`config.mk`:
```
export PLATFORM = sky130hd
export DESIGN_NAME = coupe_asic
export DESIGN_NICKNAME = d
export VERILOG_FILES = /design/src/logic/coupe_pkg.sv /design/src/logic/asic_port_regs.sv /design/src/logic/audio_out.sv /design/src/logic/coupe_asic.sv /design/src/logic/memory_mapper.sv /design/src/logic/port_write_capture.sv
export SDC_FILE = /design/constraint.sdc
export NUM_CORES = 1
export LEC_CHECK = 0
export BUFFER_PORTS_ARGS = -buffer_cell sky130_fd_sc_hd__buf_4
export CAP_MARGIN = 5
export CORE_AREA = 8 8 114 116
export DETAILED_ROUTE_END_ITERATION = 12
export DIE_AREA = 0 0 122 124
export GPL_TIMING_DRIVEN = 1
export HOLD_SLACK_MARGIN = 0.03
export PLACE_DENSITY = 0.87
export SETUP_SLACK_MARGIN = 0.4
export SLEW_MARGIN = 40
export SYNTH_ARGS = -nofsm -noshare
export SYNTH_HDL_FRONTEND = slang
export SYNTH_SLANG_ARGS = --single-unit
export TNS_END_PERCENT = 5
```
`constraint.sdc`:
```
create_clock -name clk_sys -period 6.1 [get_ports clk_sys]
set_input_delay 1.22 -clock clk_sys [delete_from_list [all_inputs] [get_ports clk_sys]]
set_output_delay 1.22 -clock clk_sys [all_outputs]
set_load 0.05 [all_outputs]
```
`src/logic/coupe_pkg.sv`:
```
/*
 * SAM Coupe ASIC core package
 * Bus widths, ASIC port numbers and the structs passed between the
 * port capture, port register, memory mapper and audio stages.
 */

package coupe_pkg;

	// ====================
	// Widths
	// ====================
	localparam int ADDR_W     = 16;
	localparam int DATA_W     = 8;
	localparam int PAGE_W     = 9;
	localparam int OFFSET_W   = 14;
	localparam int ROM_ADDR_W = 15;
	localparam int AUDIO_W    = 16;
	localparam int MIX_W      = 19;

	// ====================
	// Port numbers
	// ====================
	// External RAM page registers
	localparam logic [7:0] PORT_EXT_C = 8'h80;
	localparam logic [7:0] PORT_EXT_D = 8'h81;

	// Parallel DAC data and strobe
	localparam logic [7:0] PORT_LPTD = 8'hE8;
	localparam logic [7:0] PORT_LPTS = 8'hE9;

	// Paging and border
	localparam logic [7:0] PORT_LMPR = 8'hFA;
	localparam logic [7:0] PORT_HMPR = 8'hFB;
	localparam logic [7:0] PORT_BRDR = 8'hFE;

	// ====================
	// Structs
	// ====================
	// CPU bus as active-high levels
	typedef struct packed {
		logic [ADDR_W-1:0] addr;
		logic [DATA_W-1:0] data;
		logic              mreq;
		logic              iorq;
		logic              rd;
		logic              wr;
		logic              m1;
	} cpu_bus_t;

	// One port write event, valid for a single cycle
	typedef struct packed {
		logic              valid;
		logic [7:0]        port;
		logic [DATA_W-1:0] data;
	} port_write_t;

	// Paging state seen by the memory mapper
	typedef struct packed {
		logic [DATA_W-1:0] lmpr;
		logic [DATA_W-1:0] hmpr;
		logic [DATA_W-1:0] ext_c;
		logic [DATA_W-1:0] ext_d;
		logic              ext_dis;
	} paging_t;

	// Mapped memory access
	typedef struct packed {
		logic [PAGE_W-1:0]     ram_page;
		logic [OFFSET_W-1:0]   offset;
		logic                  rom_sel;
		logic [ROM_ADDR_W-1:0] rom_addr;
		logic                  ram_rd;
		logic                  ram_we;
	} mem_req_t;

endpackage

```
`src/logic/asic_port_regs.sv`:
```
/*
 * ASIC port registers
 * Decodes write events into the paging, border, external RAM and
 * parallel DAC registers, and returns LMPR/HMPR on port reads.
 */

`timescale 1ns/100ps

module asic_port_regs (
	input  logic                             clk_sys,
	input  logic                             reset,
	input  logic                             ext_ram_off,
	input  coupe_pkg::cpu_bus_t              bus,
	input  coupe_pkg::port_write_t           wr_evt,
	output coupe_pkg::paging_t               paging,
	output logic                             beeper,
	output logic [coupe_pkg::DATA_W-1:0]     dac_data,
	output logic                             dac_strobe_wr,
	output logic                             dac_strobe_bit,
	output logic [coupe_pkg::DATA_W-1:0]     rd_data
);
	import coupe_pkg::*;

	logic [DATA_W-1:0] lmpr;
	logic [DATA_W-1:0] hmpr;
	logic [DATA_W-1:0] ext_c;
	logic [DATA_W-1:0] ext_d;
	logic [DATA_W-1:0] lpt_data;
	logic              ext_dis;
	logic              brdr_ear;
	logic              port_rd;

	// ====================
	// Write decode
	// ====================
	always_ff @(posedge clk_sys) begin
		if (reset) begin
			lmpr     <= '0;
			hmpr     <= '0;
			brdr_ear <= 1'b0;
			lpt_data <= '0;
		end else if (wr_evt.valid) begin
			case (wr_evt.port)
				PORT_LMPR: lmpr     <= wr_evt.data;
				PORT_HMPR: hmpr     <= wr_evt.data;
				// Only the EAR bit of the border port reaches this core
				PORT_BRDR: brdr_ear <= wr_evt.data[4];
				PORT_LPTD: lpt_data <= wr_evt.data;
				default: ;
			endcase
		end
	end

	// External RAM pages, written by software before first use
	always_ff @(posedge clk_sys) begin
		if (wr_evt.valid && wr_evt.port == PORT_EXT_C) begin
			ext_c <= wr_evt.data;
		end
		if (wr_evt.valid && wr_evt.port == PORT_EXT_D) begin
			ext_d <= wr_evt.data;
		end
	end

	// External RAM disable follows the board option while in reset
	always_ff @(posedge clk_sys) begin
		if (reset) begin
			ext_dis <= ext_ram_off;
		end
	end

	assign paging = '{
		lmpr:    lmpr,
		hmpr:    hmpr,
		ext_c:   ext_c,
		ext_d:   ext_d,
		ext_dis: ext_dis
	};

	// ====================
	// Audio side
	// ====================
	assign beeper         = brdr_ear;
	assign dac_data       = lpt_data;
	assign dac_strobe_wr  = wr_evt.valid && (wr_evt.port == PORT_LPTS);
	assign dac_strobe_bit = wr_evt.data[0];

	// ====================
	// Port read-back
	// ====================
	assign port_rd = bus.iorq & bus.rd & ~bus.m1;

	always_comb begin
		rd_data = '1;
		if (port_rd) begin
			case (bus.addr[7:0])
				PORT_LMPR: rd_data = lmpr;
				PORT_HMPR: rd_data = hmpr;
				default:   rd_data = '1;
			endcase
		end
	end

endmodule

```
`src/logic/audio_out.sv`:
```
/*
 * Audio output
 * Two-channel parallel DAC latch and the registered mix of sound chip,
 * beeper and DAC samples.
 */

`timescale 1ns/100ps

module audio_out (
	input  logic                              clk_sys,
	input  logic                              reset,
	input  logic                              beeper,
	input  logic [coupe_pkg::DATA_W-1:0]      dac_data,
	input  logic                              dac_strobe_wr,
	input  logic                              dac_strobe_bit,
	input  logic [coupe_pkg::DATA_W-1:0]      psg_l,
	input  logic [coupe_pkg::DATA_W-1:0]      psg_r,
	output logic [coupe_pkg::AUDIO_W-1:0]     audio_l,
	output logic [coupe_pkg::AUDIO_W-1:0]     audio_r
);
	import coupe_pkg::*;

	logic              strobe_prev;
	logic [DATA_W-1:0] vox_l;
	logic [DATA_W-1:0] vox_r;
	logic [MIX_W-1:0]  mix_l;
	logic [MIX_W-1:0]  mix_r;

	// One mixer side, scaled so each 8-bit source spans the full range
	function automatic logic [MIX_W-1:0] mix_side(
		input logic [DATA_W-1:0] psg,
		input logic              ear,
		input logic [DATA_W-1:0] vox
	);
		logic [MIX_W-1:0] psg_term;
		logic [MIX_W-1:0] ear_term;
		logic [MIX_W-1:0] vox_term;
		psg_term = {1'b0, psg, psg, 2'b00};
		ear_term = {1'b0, ear, 17'd0};
		vox_term = {1'b0, vox, vox, 2'b00};
		return psg_term + ear_term + vox_term;
	endfunction

	// ====================
	// DAC latch
	// ====================
	// Rising strobe loads left, falling strobe loads right
	always_ff @(posedge clk_sys) begin
		if (reset) begin
			strobe_prev <= 1'b0;
			vox_l       <= '0;
			vox_r       <= '0;
		end else if (dac_strobe_wr) begin
			if (~strobe_prev & dac_strobe_bit) begin
				vox_l <= dac_data;
			end
			if (strobe_prev & ~dac_strobe_bit) begin
				vox_r <= dac_data;
			end
			strobe_prev <= dac_strobe_bit;
		end
	end

	// ====================
	// Mixer
	// ====================
	assign mix_l = mix_side(psg_l, beeper, vox_l);
	assign mix_r = mix_side(psg_r, beeper, vox_r);

	always_ff @(posedge clk_sys) begin
		if (reset) begin
			audio_l <= '0;
			audio_r <= '0;
		end else begin
			audio_l <= mix_l[MIX_W-1:MIX_W-AUDIO_W];
			audio_r <= mix_r[MIX_W-1:MIX_W-AUDIO_W];
		end
	end

endmodule

```
`src/logic/coupe_asic.sv`:
```
/*
 * SAM Coupe ASIC core
 * Port write capture, port registers, memory mapper and audio output.
 */

`timescale 1ns/100ps

module coupe_asic (
	input  logic                          clk_sys,
	input  logic                          reset,
	input  coupe_pkg::cpu_bus_t           bus,
	input  logic                          ext_ram_off,
	input  logic [coupe_pkg::DATA_W-1:0]  psg_l,
	input  logic [coupe_pkg::DATA_W-1:0]  psg_r,
	output logic [coupe_pkg::DATA_W-1:0]  rd_data,
	output coupe_pkg::mem_req_t           mem,
	output logic [coupe_pkg::AUDIO_W-1:0] audio_l,
	output logic [coupe_pkg::AUDIO_W-1:0] audio_r
);
	import coupe_pkg::*;

	port_write_t       wr_evt;
	paging_t           paging;
	logic              beeper;
	logic [DATA_W-1:0] dac_data;
	logic              dac_strobe_wr;
	logic              dac_strobe_bit;

	port_write_capture u_capture (
		.clk_sys (clk_sys),
		.reset   (reset),
		.bus     (bus),
		.wr_evt  (wr_evt)
	);

	asic_port_regs u_regs (
		.clk_sys        (clk_sys),
		.reset          (reset),
		.ext_ram_off    (ext_ram_off),
		.bus            (bus),
		.wr_evt         (wr_evt),
		.paging         (paging),
		.beeper         (beeper),
		.dac_data       (dac_data),
		.dac_strobe_wr  (dac_strobe_wr),
		.dac_strobe_bit (dac_strobe_bit),
		.rd_data        (rd_data)
	);

	memory_mapper u_mapper (
		.clk_sys (clk_sys),
		.reset   (reset),
		.bus     (bus),
		.paging  (paging),
		.mem     (mem)
	);

	audio_out u_audio (
		.clk_sys        (clk_sys),
		.reset          (reset),
		.beeper         (beeper),
		.dac_data       (dac_data),
		.dac_strobe_wr  (dac_strobe_wr),
		.dac_strobe_bit (dac_strobe_bit),
		.psg_l          (psg_l),
		.psg_r          (psg_r),
		.audio_l        (audio_l),
		.audio_r        (audio_r)
	);

endmodule

```
`src/logic/memory_mapper.sv`:
```
/*
 * Memory mapper
 * Registered translation of CPU memory accesses into RAM page, offset,
 * ROM select and RAM read/write strobes.
 */

`timescale 1ns/100ps

module memory_mapper (
	input  logic                clk_sys,
	input  logic                reset,
	input  coupe_pkg::cpu_bus_t bus,
	input  coupe_pkg::paging_t  paging,
	output coupe_pkg::mem_req_t mem
);
	import coupe_pkg::*;

	logic [1:0]        section;
	logic              rom0_sel;
	logic              rom1_sel;
	logic              ram_wp;
	logic              ext_ram;
	logic              ext_ena;
	logic [PAGE_W-1:0] page_ab;
	logic [PAGE_W-1:0] page_cd;
	logic [PAGE_W-1:0] ram_page;
	mem_req_t          mem_d;
	mem_req_t          mem_q;

	assign section = bus.addr[15:14];

	// ROM in section A unless paged out, ROM in section D when paged in
	assign rom0_sel = ~paging.lmpr[5] & (section == 2'd0);
	assign rom1_sel =  paging.lmpr[6] & (section == 2'd3);
	assign ram_wp   =  paging.lmpr[7] & (section == 2'd0);
	assign ext_ram  =  paging.hmpr[7] & bus.addr[15];
	assign ext_ena  = ~(ext_ram & paging.ext_dis);

	// Full page width so page 31 plus one reaches page 32
	assign page_ab = PAGE_W'(paging.lmpr[4:0]);
	assign page_cd = PAGE_W'(paging.hmpr[4:0]);

	always_comb begin
		if (ext_ram) begin
			ram_page = bus.addr[14] ? {1'b1, paging.ext_d} : {1'b1, paging.ext_c};
		end else begin
			case (section)
				2'd0:    ram_page = page_ab;
				2'd1:    ram_page = page_ab + PAGE_W'(1);
				2'd2:    ram_page = page_cd;
				default: ram_page = page_cd + PAGE_W'(1);
			endcase
		end
	end

	always_comb begin
		mem_d.ram_page = ram_page;
		mem_d.offset   = bus.addr[OFFSET_W-1:0];
		mem_d.rom_sel  = rom0_sel | rom1_sel;
		mem_d.rom_addr = {bus.addr[15], bus.addr[OFFSET_W-1:0]};
		mem_d.ram_rd   = bus.mreq & bus.rd & ~(rom0_sel | rom1_sel);
		mem_d.ram_we   = bus.mreq & bus.wr & ~(rom0_sel | rom1_sel | ram_wp) & ext_ena;
	end

	// Strobes cleared in reset, address fields just follow the bus
	always_ff @(posedge clk_sys) begin
		if (reset) begin
			mem_q.ram_rd <= 1'b0;
			mem_q.ram_we <= 1'b0;
		end else begin
			mem_q <= mem_d;
		end
	end

	assign mem = mem_q;

	// No RAM write may escape while a ROM is mapped at the address
	a_no_we_on_rom : assert property (
		@(posedge clk_sys) disable iff (reset) !(mem_q.ram_we && mem_q.rom_sel)
	);

endmodule

```
`src/logic/port_write_capture.sv`:
```
/*
 * Port write capture
 * Turns the CPU's held I/O write level into one single-cycle write event
 * carrying the port number and data of the first cycle.
 */

`timescale 1ns/100ps

module port_write_capture (
	input  logic                   clk_sys,
	input  logic                   reset,
	input  coupe_pkg::cpu_bus_t    bus,
	output coupe_pkg::port_write_t wr_evt
);
	import coupe_pkg::*;

	logic              wr_level;
	logic              wr_level_q;
	logic              valid_q;
	logic [7:0]        port_q;
	logic [DATA_W-1:0] data_q;

	// I/O write outside an interrupt acknowledge
	assign wr_level = bus.iorq & bus.wr & ~bus.m1;

	always_ff @(posedge clk_sys) begin
		if (reset) begin
			wr_level_q <= 1'b0;
			valid_q    <= 1'b0;
		end else begin
			wr_level_q <= wr_level;
			valid_q    <= wr_level & ~wr_level_q;
		end
	end

	// Payload taken from the first cycle of the access
	always_ff @(posedge clk_sys) begin
		if (wr_level & ~wr_level_q) begin
			port_q <= bus.addr[7:0];
			data_q <= bus.data;
		end
	end

	assign wr_evt = '{valid: valid_q, port: port_q, data: data_q};

	// A held write level never gives back-to-back events
	a_single_event : assert property (
		@(posedge clk_sys) disable iff (reset) valid_q |=> !valid_q
	);

endmodule
```
; Yosys cells after proc, flatten, opt, wreduce, memory -nomap -nowiden
; Index checks and enable logic that the tools add are counted.
[classes]
n_addsub = 6
reduce_logical = 10
muxes = 5
bitwise = 27
n_eq_ne = 12
[ops]
columns = operator, count
row1 = $eq A8 B8 Y1 const B, 9
row2 = $add A18 B18 Y19, 2
row3 = $add A19 B18 Y19, 2
row4 = $pmux W9 S3, 1
row5 = $and A1 B1 Y1, 17
row6 = $mux W8, 2
row7 = $pmux W8 S2, 1
row8 = $add A5 B1 Y6 const B, 2
row9 = $reduce_and A2 Y1, 6
row10 = $mux W9, 1
row11 = $not A1 Y1, 8
row12 = $eq A2 B2 Y1 const B, 2
row13 = $logic_and A1 B1 Y1, 3
row14 = $eq A2 B1 Y1 const B, 1
row15 = $logic_not A2 Y1, 1
row16 = $or A1 B1 Y1, 2
[totals]
word_cells = 82
regBits = 150
input_bits = 48

; Depth between registers and ports, before layout
[depth]
ltp_word = 7
mapped_depth = 10
ltp_nobuf = 9

; Cells and area by module
; From an unflattened synthesis, not the netlist that was laid out.
[unflattened]
cells_unflattened = 590
area_unflattened_um2 = 6675.2
[by_module_without_submodules]
columns = module, cells_each, instances, seq_area_each_um2, area_each_um2
row1 = audio_out, 306, 1, 980.9, 2917.8
row2 = asic_port_regs, 143, 1, 1011.0, 1756.7
row3 = memory_mapper, 119, 1, 790.8, 1438.9
row4 = port_write_capture, 22, 1, 520.5, 561.8

; Worst setup path before layout
; OpenSTA, ideal clock, no wires.
[synth_timing]
kind = input port to output port
start = input bus[19] (netlist bit)
end = output rd_data[0] (netlist bit)
setup_slack_ps = 2281
required_time_ps = 4880
t_arrival_ps = 2599
stages = 3
cell_sequence = nand4_1 > nor4_1 > a221o_1
[synth_via]
elab_chain_len = 3
elab_cells_between_ends = 4
[synth_lines]
columns = element, line_no
row1 = start: declaration, coupe_asic.sv:11  ; input coupe_pkg::cpu_bus_t bus,
row2 = $eq A8 B8 Y1, asic_port_regs.sv:95  ; case (bus.addr[7:0])
row3 = $pmux W8 S2 *, asic_port_regs.sv:95
row4 = $mux W8 *, asic_port_regs.sv:94  ; if (port_rd) begin
row5 = end: declaration, coupe_asic.sv:15  ; output logic [coupe_pkg::DATA_W-1:0] rd_data,
; Every way passes the cells marked *; elsewhere a longest branch is shown, timed or not.

; Worst setup path after layout
[layout_timing]
start = input bus[19] (netlist bit)
end = output rd_data[7] (netlist bit)
; The elaborated chain is that of the path after synthesis.

==> results.json <==
{
  "combined_global_route_utilization_of_all_metal_layers_pct": 20.75,
  "numPortBuffers": 128,
  "most_frequent_cells_after_synthesis": "sky130_fd_sc_hd__dfxtp_1 (78), sky130_fd_sc_hd__nor2_1 (77), sky130_fd_sc_hd__edfxtp_1 (58)",
  "fp.dieH_um": 124,
  "ys_ff_latch": 136,
  "worst_case_setup_slack_after_placement_ps": 2130,
  "critPathArrivalTime_ps": 2760,
  "clock.fmax_ghz": 0.2510,
  "worst_r2r_path_depth": 9,
  "power_leakage_nw": 3.312,
  "via_count": 5022,
  "timing_worst_slew_pin_value_ps": 711.1,
  "post-place-cells": 831,
  "report.final.slew_viol_count": 0,
  "synth_top_cell_by_area": "sky130_fd_sc_hd__edfxtp_1",
  "ff2ff_setup_slack_ps": 3280,
  "async_reset_ff_share_pct": 0,
  "main_synth_ff_type": "sky130_fd_sc_hd__dfxtp_1",
  "clock_tree_from_tritoncts": "done",
  "post_route_cells_drive_above_1_share_pct": 26.25,
  "post-route-period-util_pct": 65.32,
  "min_from": "u_capture.wr_level_q",
  "cts_max_path_bufs": 2,
  "internal-power_mw": 1.722,
  "vdd_drop_max_mv": 0.1779,
  "cts.sink_count": 136,
  "hold_violations": 0,
  "grt_start_max_net_pins": 89,
  "critPathMaxFanout": 8,
  "synth-seq-area-share_pct": 51.30,
  "finalSetupTns_ps": 0,
  "gp_routability_congestion": 0.9226,
  "die-width_um": 122,
  "drt-initial-drc-count": 396,
  "syn_area_um2": 6439,
  "insertedDiodeCount": 0,
  "start_util_pct": 57.62,
  "layout.cells.non_filler": 863,
  "holdCritPathClass": "reg2reg",
  "ys_warn_count": 0,
  "finalClockSkew_ps": 5.841,
  "cts-hold-fix-buffers": 0,
  "rsz0062_at_grt": "false",
  "clock_power_share_pct": 45.3,
  "avgViaCountPerCell": 5.819,
  "layout.nets": 794,
  "grt_pass1_vias": 5190,
  "postCtsSetupBuffers": 0,
  "r2r-start": "u_audio.vox_l[1]",
  "tritoncts.num_buffers": 17,
  "placed_cell_area_um2": 7395,
  "post_synth_main_area_contributors": "sky130_fd_sc_hd__edfxtp_1 (27%), sky130_fd_sc_hd__dfxtp_1 (24%), sky130_fd_sc_hd__ha_1 (6.8%)",
  "worstPathRequired_ps": 4880,
  "critical_path.reg2reg.endpoint": "u_audio.audio_l[10]",
  "drt-wirelength-per-cell_um": 18.14,
  "swShare_pct": 24.58,
  "worst_hold_slack_ps": 441.8,
  "detail_route.drc_violations": 0,
  "cts_root_buf": "sky130_fd_sc_hd__clkbuf_16",
  "h_tree_levels": 4,
  "synthDistinctLibCells": 61,
  "drv_cap": 0,
  "outcome": "finished clean",
  "edff_count_synth": 58,
  "dieArea_um2": 15130,
  "final_core_utilization_pct": 71.68,
  "cts.repair.resized": 0,
  "switchingPower_mw": 0.5612,
  "remaining_antenna_violation_count": 0,
  "comb_power_share_pct": 11.4,
  "hold_path_end": "u_capture.valid_q",
  "setup_viol": 0,
  "insertion_delay_ps": 410,
  "path_clk_slew_ps": 60,
  "drt_pre_antenna_iters": 5,
  "seq_power_share_pct": 43.3,
  "coreArea_um2": 11170,
  "power_mw": 2.283,
  "netlist_instances": 598,
  "top_level_ports": 129,
  "timing.final.ws_setup_ps": 2115,
  "rows": 39,
  "final_period_demand_of_the_worst_path_ps": 3985,
  "routed_wirelength_um": 15660,
  "final_design_area_no_fill_um2": 8010,
  "power_density_nw_per_um2": 285.1,
  "dpl.hpwl_um": 11260,
  "yosys.area.top_type_share_pct": 27.05,
  "start_kind": "input pin",
  "worstSetupPathType": "in2out",
  "timing.hold.worst_path_depth": 1,
  "area.growth.synth_to_final_pct": 24.41,
  "yosysMostFrequentCell": "sky130_fd_sc_hd__dfxtp_1",
  "endpoint_kind": "output port",
  "grt_first_pass_wirelength_um": 24950,
  "globalRoute.totalOverflow": 0,
  "maxSlewHeadroom_pct": 52.42,
  "synth_fp_nets": 685,
  "antenna_found_initial": 0,
  "syn-mean-instance-area_um2": 10.77
}
-- per-layer routing --
| metal | up-vias | global-route usage (%) | wire [um] |
|---|---|---|---|
| li1 | 2362 | - | - |
| met1 | 2406 | 23.09 | 6181 |
| met2 | 219 | 36.66 | 7970 |
| met3 | 35 | 5.394 | 1149 |
| met4 | 0 | 9.483 | 354 |
| met5 | - | 0 | 0 |
-- cell usage in the layout (no fill, tap or decap), types with 5 or more instances in the layout --
cell,n
sky130_fd_sc_hd__a21o_1,12
sky130_fd_sc_hd__a21oi_1,34
sky130_fd_sc_hd__a221o_1,8
sky130_fd_sc_hd__a31oi_1,8
sky130_fd_sc_hd__buf_4,134
sky130_fd_sc_hd__clkbuf_16,17
sky130_fd_sc_hd__dfxtp_1,78
sky130_fd_sc_hd__edfxtp_1,58
sky130_fd_sc_hd__ha_1,35
sky130_fd_sc_hd__inv_1,5
sky130_fd_sc_hd__mux2_2,10
sky130_fd_sc_hd__mux2i_1,41
sky130_fd_sc_hd__nand2_1,48
sky130_fd_sc_hd__nand3_1,8
sky130_fd_sc_hd__nand4_1,9
sky130_fd_sc_hd__nor2_1,77
sky130_fd_sc_hd__nor2b_1,11
sky130_fd_sc_hd__nor3_1,9
sky130_fd_sc_hd__nor3b_1,7
sky130_fd_sc_hd__o211ai_1,5
sky130_fd_sc_hd__o21ai_0,10
sky130_fd_sc_hd__xnor2_1,15
sky130_fd_sc_hd__xor2_1,9
-- power groups by stage --
stage          clock [mW]  sequential, mW  combinational, mW
2_1_floorplan           0            1.09             0.0988
3_3_place_gp            0            1.01              0.256
3_5_place_dp            0            1.01              0.260
4_1_cts              1.05           0.990              0.261
5_1_grt              1.08           0.992              0.274
6_report             1.03           0.990              0.260
-- worst max path at each step --
stage	start	to	slack, ps	cells past startpoint
finish	bus[19]	rd_data[7]	2120	6
global route	bus[19]	rd_data[7]	2010	6
CTS	bus[19]	rd_data[7]	2080	6
detailed placement	bus[19]	rd_data[2]	2130	6
global placement	bus[19]	rd_data[1]	2230	6
floorplan	bus[19]	rd_data[0]	2280	3
-- registers in the layout, indices dropped and copies added (netlist names) --
name	count
u_audio.audio_l	16
u_audio.audio_r	16
u_audio.strobe_prev	1
u_audio.vox_l	8
u_audio.vox_r	8
u_capture.data_q	8
u_capture.port_q	8
u_capture.valid_q	1
u_capture.wr_level_q	1
u_mapper.mem	27
u_regs.beeper	1
u_regs.dac_data	8
u_regs.ext_c	8
u_regs.ext_d	8
u_regs.ext_dis	1
u_regs.hmpr	8
u_regs.lmpr	8
-- worst max-delay path: stages --
cell and delay (ps):
sky130_fd_sc_hd__buf_4 90, sky130_fd_sc_hd__nand4_1 140, sky130_fd_sc_hd__nor3_1 370, sky130_fd_sc_hd__nand3_1 350, sky130_fd_sc_hd__a221o_1 390, sky130_fd_sc_hd__buf_4 200
-- layout make-up --
cell class                 count  area [um^2]
tap                          143        178.9
clock inverter                12        150.1
multi-input combinational    411         2882
clock buffer                  20        456.7
fill                         776         3164
inverter                       6        22.52
timing repair buffer         135         1017
sequential                   136         3303
-- kinds of logic (layout without fill, tap and decap cells) --
kind of cell    Yosys count  in the layout  share of synthesized area (%)
simple gates            196            196                          14.36
flops                   136            136                          51.30
compound gates          101            101                          10.81
mux                      51             51                          8.123
buf+inv                  51            173                          4.100
fa+ha+maj                39             39                          8.045
xor+xnor                 24             24                          3.265
Power figures use the tool's default switching activity.
